## src/design/csr_map_pkg.sv

```systemverilog
`default_nettype none

package csr_map_pkg;

    typedef logic [13:0] csr_addr_t;

    // csr numbers
    localparam csr_addr_t CSR_CRMD   = 14'h000;
    localparam csr_addr_t CSR_PRMD   = 14'h001;
    localparam csr_addr_t CSR_ECFG   = 14'h004;
    localparam csr_addr_t CSR_ESTAT  = 14'h005;
    localparam csr_addr_t CSR_ERA    = 14'h006;
    localparam csr_addr_t CSR_BADV   = 14'h007;
    localparam csr_addr_t CSR_EENTRY = 14'h00c;
    localparam csr_addr_t CSR_SAVE0  = 14'h030;
    localparam csr_addr_t CSR_SAVE1  = 14'h031;
    localparam csr_addr_t CSR_SAVE2  = 14'h032;
    localparam csr_addr_t CSR_SAVE3  = 14'h033;
    localparam csr_addr_t CSR_TID    = 14'h040;
    localparam csr_addr_t CSR_TCFG   = 14'h041;
    localparam csr_addr_t CSR_TVAL   = 14'h042;
    localparam csr_addr_t CSR_TICLR  = 14'h044;

    // da set, plv 0, ie off
    localparam logic [31:0] CRMD_RESET = 32'h0000_0008;
    localparam logic [31:0] CRMD_MASK  = 32'h0000_01ff;
    localparam logic [31:0] PRMD_MASK  = 32'h0000_0007;
    localparam logic [31:0] LIE_MASK   = 32'h0000_1bff;

    localparam int CRMD_IE_BIT  = 2;
    localparam int IS_SW_W      = 2;
    localparam int IS_HW_W      = 8;
    localparam int TI_BIT       = 11;
    localparam int EENTRY_ALIGN = 6;

endpackage

`default_nettype wire

```

## src/design/csr_op_pkg.sv

```systemverilog
`default_nettype none

package csr_op_pkg;

    typedef enum logic [2:0] {
        OP_NOP     = 3'd0,
        OP_CSRRD   = 3'd1,
        OP_CSRWR   = 3'd2,
        OP_CSRXCHG = 3'd3,
        OP_ERTN    = 3'd4,
        OP_EXCP    = 3'd5
    } csr_op_e;

    typedef logic [5:0] ecode_t;
    typedef logic [8:0] esubcode_t;

    localparam ecode_t ECODE_INT = 6'h00;
    localparam ecode_t ECODE_ADE = 6'h08;
    localparam ecode_t ECODE_ALE = 6'h09;
    localparam ecode_t ECODE_SYS = 6'h0b;
    localparam ecode_t ECODE_BRK = 6'h0c;

    // fetch address error
    localparam esubcode_t ESUB_ADEF = 9'h000;

    // csr number for access ops, code pair for exceptions
    typedef union packed {
        struct packed {
            logic [1:0]            pad;
            csr_map_pkg::csr_addr_t num;
        } csr;
        struct packed {
            logic      pad;
            esubcode_t esub;
            ecode_t    ecode;
        } excp;
    } csr_arg_u;

endpackage

`default_nettype wire

```

## src/design/csr_timer.sv

```systemverilog
`default_nettype none

module csr_timer (
    input  logic        clk,
    input  logic        rstn,
    input  logic        tcfg_we,
    input  logic        ticlr_we,
    input  logic [31:0] wr_data,
    output logic [31:0] tcfg,
    output logic [31:0] tval,
    output logic        ti
);

    logic        tmr_en;
    logic        periodic;
    logic        at_zero;
    logic [31:0] init_val;

    assign tmr_en   = tcfg[0];
    assign periodic = tcfg[1];
    assign at_zero  = (tval == '0);
    assign init_val = {tcfg[31:2], 2'b00};

    always_ff @(posedge clk)
    begin
        if (!rstn)
        begin
            tcfg <= '0;
            tval <= '0;
            ti   <= 1'b0;
        end
        else
        begin
            if (tcfg_we)
            begin
                tcfg <= wr_data;
                tval <= wr_data[0] ? {wr_data[31:2], 2'b00} : '0;
            end
            else if (tmr_en)
            begin
                if (at_zero)
                    tval <= periodic ? init_val : 32'hffff_ffff;
                else if (tval != 32'hffff_ffff)
                    tval <= tval - 32'd1;
            end

            // clear wins over a new expiry
            if (ticlr_we && wr_data[0])
                ti <= 1'b0;
            else if (tmr_en && at_zero)
                ti <= 1'b1;
        end
    end

endmodule

`default_nettype wire

```

## src/design/csr_regfile.sv

```systemverilog
`default_nettype none

module csr_regfile
    import csr_map_pkg::*, csr_op_pkg::*;
(
    input  logic               clk,
    input  logic               rstn,
    input  logic [IS_HW_W-1:0] hw_int,
    input  csr_addr_t          rd_addr,
    input  logic               wr_en,
    input  csr_addr_t          wr_addr,
    input  logic [31:0]        wr_data,
    input  logic               entry_en,
    input  ecode_t             entry_ecode,
    input  esubcode_t          entry_esub,
    input  logic [31:0]        entry_era,
    input  logic               entry_badv_en,
    input  logic [31:0]        entry_badv,
    input  logic               ertn_en,
    input  logic [31:0]        tcfg,
    input  logic [31:0]        tval,
    input  logic               ti,
    output logic [31:0]        rd_data,
    output logic               int_req,
    output logic [31:0]        era,
    output logic [31:0]        eentry,
    output logic               tcfg_we,
    output logic               ticlr_we
);

    logic [31:0]              crmd;
    logic [31:0]              prmd;
    logic [31:0]              ecfg;
    logic [IS_SW_W-1:0]       is_sw;
    ecode_t                   estat_ecode;
    esubcode_t                estat_esub;
    logic [31:0]              badv;
    logic [31:EENTRY_ALIGN]   eentry_hi;
    logic [31:0]              save [4];
    logic [31:0]              tid;
    logic [12:0]              is_all;
    logic [31:0]              estat;

    always_comb
    begin
        is_all                   = '0;
        is_all[IS_SW_W-1:0]      = is_sw;
        is_all[IS_SW_W+:IS_HW_W] = hw_int;
        is_all[TI_BIT]           = ti;
    end

    assign estat    = {1'b0, estat_esub, estat_ecode, 3'b000, is_all};
    assign int_req  = |(is_all & ecfg[12:0]) && crmd[CRMD_IE_BIT];
    assign eentry   = {eentry_hi, {EENTRY_ALIGN{1'b0}}};
    assign tcfg_we  = wr_en && (wr_addr == CSR_TCFG);
    assign ticlr_we = wr_en && (wr_addr == CSR_TICLR);

    always_comb
    begin
        case (rd_addr)
            CSR_CRMD:   rd_data = crmd;
            CSR_PRMD:   rd_data = prmd;
            CSR_ECFG:   rd_data = ecfg;
            CSR_ESTAT:  rd_data = estat;
            CSR_ERA:    rd_data = era;
            CSR_BADV:   rd_data = badv;
            CSR_EENTRY: rd_data = eentry;
            CSR_SAVE0:  rd_data = save[0];
            CSR_SAVE1:  rd_data = save[1];
            CSR_SAVE2:  rd_data = save[2];
            CSR_SAVE3:  rd_data = save[3];
            CSR_TID:    rd_data = tid;
            CSR_TCFG:   rd_data = tcfg;
            CSR_TVAL:   rd_data = tval;
            default:    rd_data = '0;
        endcase
    end

    always_ff @(posedge clk)
    begin
        if (!rstn)
        begin
            crmd        <= CRMD_RESET;
            prmd        <= '0;
            ecfg        <= '0;
            is_sw       <= '0;
            estat_ecode <= '0;
            estat_esub  <= '0;
            era         <= '0;
            badv        <= '0;
            eentry_hi   <= '0;
            save        <= '{default: '0};
            tid         <= '0;
        end
        else if (entry_en)
        begin
            // save plv and ie, then run kernel with interrupts off
            prmd        <= {29'b0, crmd[2:0]};
            crmd[2:0]   <= 3'b000;
            era         <= entry_era;
            estat_ecode <= entry_ecode;
            estat_esub  <= entry_esub;
            if (entry_badv_en)
                badv <= entry_badv;
        end
        else if (ertn_en)
        begin
            crmd[2:0] <= prmd[2:0];
        end
        else if (wr_en)
        begin
            case (wr_addr)
                CSR_CRMD:   crmd      <= wr_data & CRMD_MASK;
                CSR_PRMD:   prmd      <= wr_data & PRMD_MASK;
                CSR_ECFG:   ecfg      <= wr_data & LIE_MASK;
                CSR_ESTAT:  is_sw     <= wr_data[IS_SW_W-1:0];
                CSR_ERA:    era       <= wr_data;
                CSR_BADV:   badv      <= wr_data;
                CSR_EENTRY: eentry_hi <= wr_data[31:EENTRY_ALIGN];
                CSR_SAVE0:  save[0]   <= wr_data;
                CSR_SAVE1:  save[1]   <= wr_data;
                CSR_SAVE2:  save[2]   <= wr_data;
                CSR_SAVE3:  save[3]   <= wr_data;
                CSR_TID:    tid       <= wr_data;
                default:    ;
            endcase
        end
    end

endmodule

`default_nettype wire

```

## src/design/csr_ctrl.sv

```systemverilog
`default_nettype none

module csr_ctrl
    import csr_map_pkg::*, csr_op_pkg::*;
(
    input  logic        clk,
    input  logic        rstn,
    input  logic        op_valid,
    input  csr_op_e     op,
    input  csr_arg_u    arg,
    input  logic [31:0] wdata,
    input  logic [31:0] wmask,
    input  logic [31:0] pc,
    input  logic [31:0] badv_in,
    input  logic        int_req,
    input  logic [31:0] era,
    input  logic [31:0] eentry,
    input  logic [31:0] rd_data,
    output csr_addr_t   rd_addr,
    output logic        wr_en,
    output csr_addr_t   wr_addr,
    output logic [31:0] wr_data,
    output logic        entry_en,
    output ecode_t      entry_ecode,
    output esubcode_t   entry_esub,
    output logic [31:0] entry_era,
    output logic        entry_badv_en,
    output logic [31:0] entry_badv,
    output logic        ertn_en,
    output logic [31:0] rdata,
    output logic        flush,
    output logic [31:0] flush_pc
);

    logic        op_go;
    logic        is_rd;
    logic [31:0] merge_mask;
    logic [31:0] last_pc;

    always_comb
    begin
        // a pending interrupt drops the operation
        op_go      = op_valid && !int_req;
        is_rd      = op_go && (op == OP_CSRRD);
        rd_addr    = arg.csr.num;
        wr_addr    = arg.csr.num;
        merge_mask = (op == OP_CSRXCHG) ? wmask : 32'hffff_ffff;
        wr_data    = (rd_data & ~merge_mask) | (wdata & merge_mask);
        wr_en      = op_go && (op == OP_CSRWR || op == OP_CSRXCHG);
        ertn_en    = op_go && (op == OP_ERTN);

        entry_en    = int_req || (op_go && op == OP_EXCP);
        entry_ecode = int_req ? ECODE_INT : arg.excp.ecode;
        entry_esub  = int_req ? '0 : arg.excp.esub;
        entry_era   = op_valid ? pc : last_pc;

        // badv only for address faults
        entry_badv_en = entry_en && !int_req &&
                        (arg.excp.ecode == ECODE_ADE || arg.excp.ecode == ECODE_ALE);
        if (arg.excp.ecode == ECODE_ADE && arg.excp.esub == ESUB_ADEF)
            entry_badv = pc;
        else
            entry_badv = badv_in;
    end

    always_ff @(posedge clk)
    begin
        if (!rstn)
        begin
            flush    <= 1'b0;
            flush_pc <= '0;
            rdata    <= '0;
            last_pc  <= '0;
        end
        else
        begin
            flush <= entry_en || ertn_en || wr_en;
            if (op_valid)
                last_pc <= pc;
            if (entry_en)
                flush_pc <= eentry;
            else if (ertn_en)
                flush_pc <= era;
            else if (wr_en)
                flush_pc <= pc + 32'd4;
            // old value for rd, wr and xchg
            if (is_rd || wr_en)
                rdata <= rd_data;
        end
    end

endmodule

`default_nettype wire

```

## src/design/csr_unit.sv

```systemverilog
`default_nettype none

module csr_unit
    import csr_map_pkg::*, csr_op_pkg::*;
(
    input  logic               clk,
    input  logic               rstn,
    input  logic               op_valid,
    input  csr_op_e            op,
    input  csr_arg_u           arg,
    input  logic [31:0]        wdata,
    input  logic [31:0]        wmask,
    input  logic [31:0]        pc,
    input  logic [31:0]        badv_in,
    input  logic [IS_HW_W-1:0] hw_int,
    output logic [31:0]        rdata,
    output logic               flush,
    output logic [31:0]        flush_pc
);

    csr_addr_t   rd_addr;
    csr_addr_t   wr_addr;
    logic [31:0] rd_data;
    logic [31:0] wr_data;
    logic        wr_en;
    logic        entry_en;
    ecode_t      entry_ecode;
    esubcode_t   entry_esub;
    logic [31:0] entry_era;
    logic        entry_badv_en;
    logic [31:0] entry_badv;
    logic        ertn_en;
    logic        int_req;
    logic [31:0] era;
    logic [31:0] eentry;
    logic        tcfg_we;
    logic        ticlr_we;
    logic [31:0] tcfg;
    logic [31:0] tval;
    logic        ti;

    csr_ctrl ctrl0 (
        .clk           (clk),
        .rstn          (rstn),
        .op_valid      (op_valid),
        .op            (op),
        .arg           (arg),
        .wdata         (wdata),
        .wmask         (wmask),
        .pc            (pc),
        .badv_in       (badv_in),
        .int_req       (int_req),
        .era           (era),
        .eentry        (eentry),
        .rd_data       (rd_data),
        .rd_addr       (rd_addr),
        .wr_en         (wr_en),
        .wr_addr       (wr_addr),
        .wr_data       (wr_data),
        .entry_en      (entry_en),
        .entry_ecode   (entry_ecode),
        .entry_esub    (entry_esub),
        .entry_era     (entry_era),
        .entry_badv_en (entry_badv_en),
        .entry_badv    (entry_badv),
        .ertn_en       (ertn_en),
        .rdata         (rdata),
        .flush         (flush),
        .flush_pc      (flush_pc)
    );

    csr_regfile regs0 (
        .clk           (clk),
        .rstn          (rstn),
        .hw_int        (hw_int),
        .rd_addr       (rd_addr),
        .wr_en         (wr_en),
        .wr_addr       (wr_addr),
        .wr_data       (wr_data),
        .entry_en      (entry_en),
        .entry_ecode   (entry_ecode),
        .entry_esub    (entry_esub),
        .entry_era     (entry_era),
        .entry_badv_en (entry_badv_en),
        .entry_badv    (entry_badv),
        .ertn_en       (ertn_en),
        .tcfg          (tcfg),
        .tval          (tval),
        .ti            (ti),
        .rd_data       (rd_data),
        .int_req       (int_req),
        .era           (era),
        .eentry        (eentry),
        .tcfg_we       (tcfg_we),
        .ticlr_we      (ticlr_we)
    );

    csr_timer timer0 (
        .clk      (clk),
        .rstn     (rstn),
        .tcfg_we  (tcfg_we),
        .ticlr_we (ticlr_we),
        .wr_data  (wr_data),
        .tcfg     (tcfg),
        .tval     (tval),
        .ti       (ti)
    );

endmodule

`default_nettype wire

```

## config.mk

```make
export PLATFORM = sky130hd
export DESIGN_NAME = csr_unit
export DESIGN_NICKNAME = d
export VERILOG_FILES = /design/src/design/csr_map_pkg.sv /design/src/design/csr_op_pkg.sv /design/src/design/csr_timer.sv /design/src/design/csr_regfile.sv /design/src/design/csr_ctrl.sv /design/src/design/csr_unit.sv
export SDC_FILE = /design/constraint.sdc
export NUM_CORES = 1
export LEC_CHECK = 0
export BUFFER_PORTS_ARGS = -buffer_cell sky130_fd_sc_hd__buf_4
export CAP_MARGIN = 20
export CORE_MARGIN = 5
export CORE_UTILIZATION = 50
export DETAILED_ROUTE_END_ITERATION = 16
export PLACE_DENSITY = 0.69
export SYNTH_ARGS = -nofsm -noshare
export SYNTH_HDL_FRONTEND = slang
export SYNTH_HIERARCHICAL = 1
export SYNTH_SLANG_ARGS = --single-unit
```

## constraint.sdc

```tcl
create_clock -name clk -period 7.2 [get_ports clk]
set_clock_uncertainty 0.15 [all_clocks]
set_input_delay 0.72 -clock clk [delete_from_list [all_inputs] [get_ports clk]]
set_output_delay 0.72 -clock clk [all_outputs]
set_load 0.01 [all_outputs]
```

After elaboration in Yosys (flattened, before gate mapping):

Cells that the tools add are included.

* add/subtract/negate cells: 2
* equality and inequality tests: 24
* muxes and demuxes: 31
* bitwise logic cells: 8
* reductions and logical operators: 49

Operators with widths (count)
* 2-to-1 mux 32 bit: 21
* case mux 32 bit (14 select lines): 1
* bitwise AND 32 bit: 2
* equality test 14 x 3 -> 1 bit (second input constant): 4
* equality test 14 x 6 -> 1 bit (second input constant): 4
* equality test 14 x 7 -> 1 bit (second input constant): 4
* AND reduction 4 bit: 10
* adder 32 x 3 -> 32 bit (second input constant): 1
* zero test 32 bit: 1
* != test 32 bit (second input constant): 1
* inverter 32 bit: 1
* bitwise OR 32 bit: 1
* subtractor 32 x 1 -> 32 bit (second input constant): 1
* 2-to-1 mux 3 bit: 7
* equality test 14 x 1 -> 1 bit (second input constant): 1
* equality test 14 x 4 -> 1 bit (second input constant): 1
* zero test 14 bit: 1
* nonzero test 2 bit: 7
* bitwise AND 12 x 13 -> 13 bit: 1
* logical AND 1 bit: 13
* OR reduction 13 bit: 1
* equality test 6 x 4 -> 1 bit (second input constant): 2
* zero test 9 bit: 1
* 2-to-1 mux 9 bit: 1
* other kinds (13): 26

* bits in registers: 453
* word-level logic and storage cells: 137

Depth between registers and ports, before layout:

* word-level depth: 11
* mapped depth: 18

By module:

The synthesis kept the hierarchy.

By module, submodules not included
* csr_regfile: times used 1, cells each 1779, area an instance 14422.6 sq um
* csr_ctrl: times used 1, cells each 699, area an instance 6217.2 sq um
* csr_timer: times used 1, cells each 444, area an instance 3762.4 sq um

Worst setup path before layout:

No wires, ideal clock.

* kind: in2reg
* from: in hw_int[5]
* to: reg timer0.tval[18]
* arrival time: 3866 ps
* required time: 6914 ps
* slack: 3047 ps
* cell stages on the path: 17
* path buffers: 2
* cells stage by stage: a22o_1 -> a221oi_1 -> and3_1 -> a21boi_0 -> nand2b_4 -> or3_4 -> clkinv_4 -> nor3_4 -> nor4b_2 -> nand2_1 -> nor3_1 -> nand4b_1 -> nor4_1 -> a21oi_1 -> clkbuf_1 -> clkbuf_1 -> a31oi_1

* longest elaborated chain between the ends: 9
* elaborated cells on any way between the ends: 11
* those cells by class: mux (1); bitwise (1); reduce/logical (9)

Ends and longest elaborated chain
* start, declared: line csr_unit.sv:15 `input logic [IS_HW_W-1:0] hw_int,`
* bitwise AND 12 x 13 -> 13 bit *: line csr_regfile.sv:53 `assign int_req = |(is_all & ecfg[12:0]) && crmd[CRMD_IE_BIT];`
* OR reduction 13 bit *: line csr_regfile.sv:53
* logical AND 1 bit *: line csr_regfile.sv:53
* net int_req: line csr_unit.sv:33 `logic int_req;`
* zero test 1 bit *: line csr_ctrl.sv:43 `op_go = op_valid && !int_req;`
* logical AND 1 bit *: line csr_ctrl.sv:43
* logical AND 1 bit *: line csr_ctrl.sv:49 `wr_en = op_go && (op == OP_CSRWR || op == OP_CSRXCHG);`
* net wr_en: line csr_unit.sv:25 `logic wr_en;`
* logical AND 1 bit *: line csr_regfile.sv:55 `assign tcfg_we = wr_en && (wr_addr == CSR_TCFG);`
* net tcfg_we: line csr_unit.sv:36 `logic tcfg_we;`
* nonzero test 3 bit (no line) / nonzero test 2 bit (equally long branches)
* AND reduction 2 bit (no line)
* end signal, assigned: line csr_timer.sv:37 `tval <= wr_data[0] ? {wr_data[31:2], 2'b00} : '0;`
* end signal, assigned: line csr_timer.sv:42 `tval <= periodic ? init_val : 32'hffff_ffff;`
* end signal, assigned: line csr_timer.sv:44 `tval <= tval - 32'd1;`
* end, declared: line csr_timer.sv:10 `output logic [31:0] tval,`

Mark *: on every way through the listed nets, which the timed path passes. The rest lies on a longest branch.
A chain may end at the register's enable or synchronous reset.

Worst setup path in the final report:

* from: reg regs0.is_sw[0]
* to: reg timer0.tval[2]

* longest elaborated chain between the ends: 9
* elaborated cells on any way between the ends: 15
* those cells by class: mux (3); bitwise (3); reduce/logical (9)

Ends and longest elaborated chain
* start, declared: line csr_regfile.sv:34 `logic [IS_SW_W-1:0] is_sw;`
* start signal, assigned: line csr_regfile.sv:116 `CSR_ESTAT: is_sw <= wr_data[IS_SW_W-1:0];`
* bitwise AND 12 x 13 -> 13 bit *: line csr_regfile.sv:53
* OR reduction 13 bit *: line csr_regfile.sv:53
* logical AND 1 bit *: line csr_regfile.sv:53
* net int_req: line csr_unit.sv:33
* zero test 1 bit *: line csr_ctrl.sv:43
* logical AND 1 bit *: line csr_ctrl.sv:43
* logical AND 1 bit *: line csr_ctrl.sv:49
* net wr_en: line csr_unit.sv:25
* logical AND 1 bit *: line csr_regfile.sv:55
* net tcfg_we: line csr_unit.sv:36
* nonzero test 3 bit (no line) / nonzero test 2 bit (equally long branches)
* AND reduction 2 bit (no line)

Marked as above.

==> metrics.md <==
| Metric | Value |
|---|---|
| Hold path startpoint | `regs0/save[67]$_SDFFE_PN0P_` |
| FMAX | `0.1871 GHz` |
| R2R cell count | `15` |
| R2R Setup Slk | `around 1.9 ns` |
| Vias in the first global route | `between 20000 and 25000` |
| Tcrit/Tclk final | `74.24%` |
| CP max-delay cell | `buf_4` |
| Slew @ Worst Pin | `1.147 ns` |
| Crit path largest cell delay | `slightly below 0.8 ns` |
| Layout cell share with drive strength beyond 1 | `18.25%` |
| Drt wl/cell | `24.47 um` |
| Setup violation total in the final timing report | `0` |
| Critical Path Stages | `15` |
| Bufs and invs on worst path | `3` |
| Fillers | `4435` |
| Crit path max-delay family | `simple AND/OR/NAND/NOR gates` |
| Post_cts resized | `0` |
| Die footprint | `53320 sq um` |
| # nets final | `3112` |
| Post-cts hold buffer count | `0` |
| MaxCap Viol Count | `0` |
| Type of origin of the critical path | `flop` |
| Leak | `9.638 nW` |
| Critical-path cell list | `a22oi_1, and3_1, a21boi_2, buf_4, nand2b_4, or3_4, clkinv_4, nor3_4, nor4b_2, nand2_1, nor3_2, buf_4, and2_1, nand2_1, a31oi_1` |
| Antenna Violating Nets Remaining | `0` |
| CTS tree | `yes` |
| Synth cell types | `90` |
| Max Transition Viols Final | `0` |
| Core Area | `48650 sq um` |
| Port bufs | `221` |
| Post-route setup TNS | `0 ns` |
| Syn avg cell area | `8.351 sq um` |
| Number of synthesized flops with an enable pin | `0` |
| Worst Path Required | `7.57 ns` |
| First-pass GRT wire length | `132700 um` |
| Die W | `230.9 um` |
| Max FO, Critical Path | `62` |
| CTS Buf Count | `50` |
| Asr flop ratio synth | `0%` |
| Initial antenna violation count | `1` |
| Gpl congestion | `0.9687` |
| Via density per instance | `6.336` |
| CTS max path bufs | `3` |
| GR Overflow Total | `0` |
| Final core occ | `56.63%` |
| Reg2Reg Capture Point | `timer0/tval[2]$_SDFFE_PN0P_` |
| Diode count | `0` |
| Largest net degree at the start of global routing | `247` |
| Seq/Total Area, Yosys | `37.16%` |
| Crit path kind | `reg2reg` |
| DR vias | `22861` |
| Slew HR | `22.42%` |
| RSZ-0062 raised after global routing | `no` |
| Register bit total from synthesis | `453` |
| CTS root buffer | `clkbuf_16` |
| Hold Fails Final Rpt | `0` |
| Rows | `81` |
| Mapped Area | `24400 sq um` |
| Main synth FF type | `dfxtp_1` |
| Drt pass-1 iters | `10` |
| RR Startpoint | `regs0/is_sw[0]$_SDFFE_PN0P_` |
| Routed Wire Length | `between 80000 and 90000 um` |
| Clock sinks | `453` |
| Post-synthesis cell count | `~2900` |
| Tmin final | `5.345 ns` |
| Tot Pwr | `5.690 mW` |
| Warnings from Yosys | `6` |
| DRC violations left | `0` |
| Worst setup path startpoint | `regs0/is_sw[0]$_SDFFE_PN0P_` |
| Status | `finished, final reports clean` |
| Worst EP arrival | `roughly 5.7 ns` |
| All-layer global routing usage | `31.61%` |
| PD cells | `206.5 nW/um^2` |
| Syn-to-layout area delta | `12.89%` |
| Later-pin clock latency in the skew report | `0.60 ns` |
| Clock transition at path regs | `0.06 ns` |
| DRT iter0 DRCs | `around 2800` |
| Die Ht | `~230 um` |
| CP endpoint | `timer0/tval[2]$_SDFFE_PN0P_` |
| Initial core utilization | `50.16%` |
| Worst hold path type | `reg2reg` |
| Post-detail-place hpwl | `60270 um` |
| Setup bufs post-CTS | `0` |
| # H-tree levels | `2` |
| Crit. End Element | `flop` |
| Ports | `about 220` |
| Peak supply drop | `between 0.15 and 0.2 mV` |
-- logic make-up (layout without fill, tap and decap cells) --
kind of cell               count (synthesis)  after routing  synth area share (%)
and+or+nand+nor                         1101           1101                 22.05
AOI/OAI and AO/OA                        753            753                 21.02
DFF                                      453            453                 37.16
buffers and inverters                    317            376                 6.461
muxes                                    242            242                 11.25
xor gates and xnor gates                  51             51                 1.830
adders and majority gates                  4              4                0.2051
other                                      1              6               0.01537
-- layer usage --
metal,share of wire [%],global-route usage [%]
met2,43,48.04
met5,0.015,0
met1,42,45.15
met3,11,6.248
met4,3.5,10.61
-- registers in the layout, indices dropped and copies added, names as in the netlist, 9 cells and up --
register	count
ctrl0/flush_pc	32
ctrl0/last_pc	32
ctrl0/rdata	32
regs0/badv	32
regs0/crmd	9
regs0/ecfg	12
regs0/eentry_hi	26
regs0/era	32
regs0/estat_esub	9
regs0/save	128
regs0/tid	32
timer0/tcfg	32
timer0/tval	32
-- report_power, final --
part,internal [mW],switching (mW),leakage (nW)
registers,2.54,0.0208,3.66
clock network,1.56,1.07,0.832
logic,0.196,0.303,5.14
total,4.29,1.40,9.64
-- cell type report --
type / count / area [sq um] / area share, %
Clock inverter: 19 / 197.7 / 0.7177
Clock buffer: 69 / 1466 / 5.323
Sequential cell: 453 / 9069 / 32.92
Timing Repair Buffer: 269 / 2057 / 7.467
Inverter: 19 / 76.32 / 0.2771
Multi-Input combinational cell: 2157 / 13900 / 50.47
Tap cell: 622 / 778.2 / 2.825
-- through the flow --
| stage | std cells | cell area, sq um | hold slack [ns] | setup WS, ns |
|---|---|---|---|---|
| 3_3_place_gp | 3518 | 25850 | 0.2837 | 1.593 |
| 4_1_cts | 3606 | 27510 | 0.2979 | 1.941 |
| 2_1_floorplan | 2927 | 24420 | 0.2763 | 3.047 |
| 6_report | 3608 | 27550 | 0.3009 | 1.855 |
| 5_1_grt | 3608 | 27550 | 0.3166 | 1.619 |
| 3_5_place_dp | 3518 | 25850 | 0.2924 | 1.543 |
-- cell usage in the layout (no fill, tap or decap), types with 43 or more instances in the layout --
master,n
o211ai_1,43
buf_4,265
nand2_1,570
clkbuf_16,53
a22oi_1,79
mux2i_1,119
nand3_1,127
dfxtp_1,453
a21boi_1,64
o21ai_0,106
mux2_2,88
nor2_1,104
a21oi_1,132
a21boi_0,92
nor2b_1,81
-- worst register-to-register path, cell delays in order, from the launching register on --
cell	delay, ns
dfxtp_1	0.41
a22oi_1	0.12
and3_1	0.22
a21boi_2	0.13
buf_4	0.29
nand2b_4	0.26
or3_4	0.40
clkinv_4	0.11
nor3_4	0.38
nor4b_2	0.41
nand2_1	0.16
nor3_2	0.59
buf_4	0.79
and2_1	0.56
nand2_1	0.13
a31oi_1	0.17
-- worst min path at each step --
stage | to | slack (ns) | cells past startpoint
6_report | regs0/save[67]$_SDFFE_PN0P_ | 0.30 | 2
3_5_place_dp | regs0/save[20]$_SDFFE_PN0P_ | 0.29 | 2
4_1_cts | regs0/badv[4]$_SDFFE_PN0P_ | 0.30 | 4
2_1_floorplan | regs0/save[72]$_SDFFE_PN0P_ | 0.28 | 2
5_1_grt | regs0/save[19]$_SDFFE_PN0P_ | 0.32 | 2
3_3_place_gp | regs0/save[13]$_SDFFE_PN0P_ | 0.28 | 2
-- synth_stat cells, drive strengths merged, types with 19 or more instances --
cell type  count  area (sq um)
a22oi         79         593.1
nand3        131         683.2
a221oi        20         193.9
dfxtp        453          9069
nand2        572          2152
and2          40         250.2
mux2i        119          1191
o21ai        141         705.7
o211ai        43         322.8
a31oi         31         193.9
nor2b         82         513.0
clkbuf       164         615.6
nor3          44         300.3
a21boi       158          1186
a22o          19         166.4
buf          134         884.6
xor2          33         289.0
a21oi        134         670.6
nand4         30         236.5
nor4          30         342.8
mux2         118          1441
nor2         107         404.1
No activity file was read; power rests on OpenSTA's default activity.
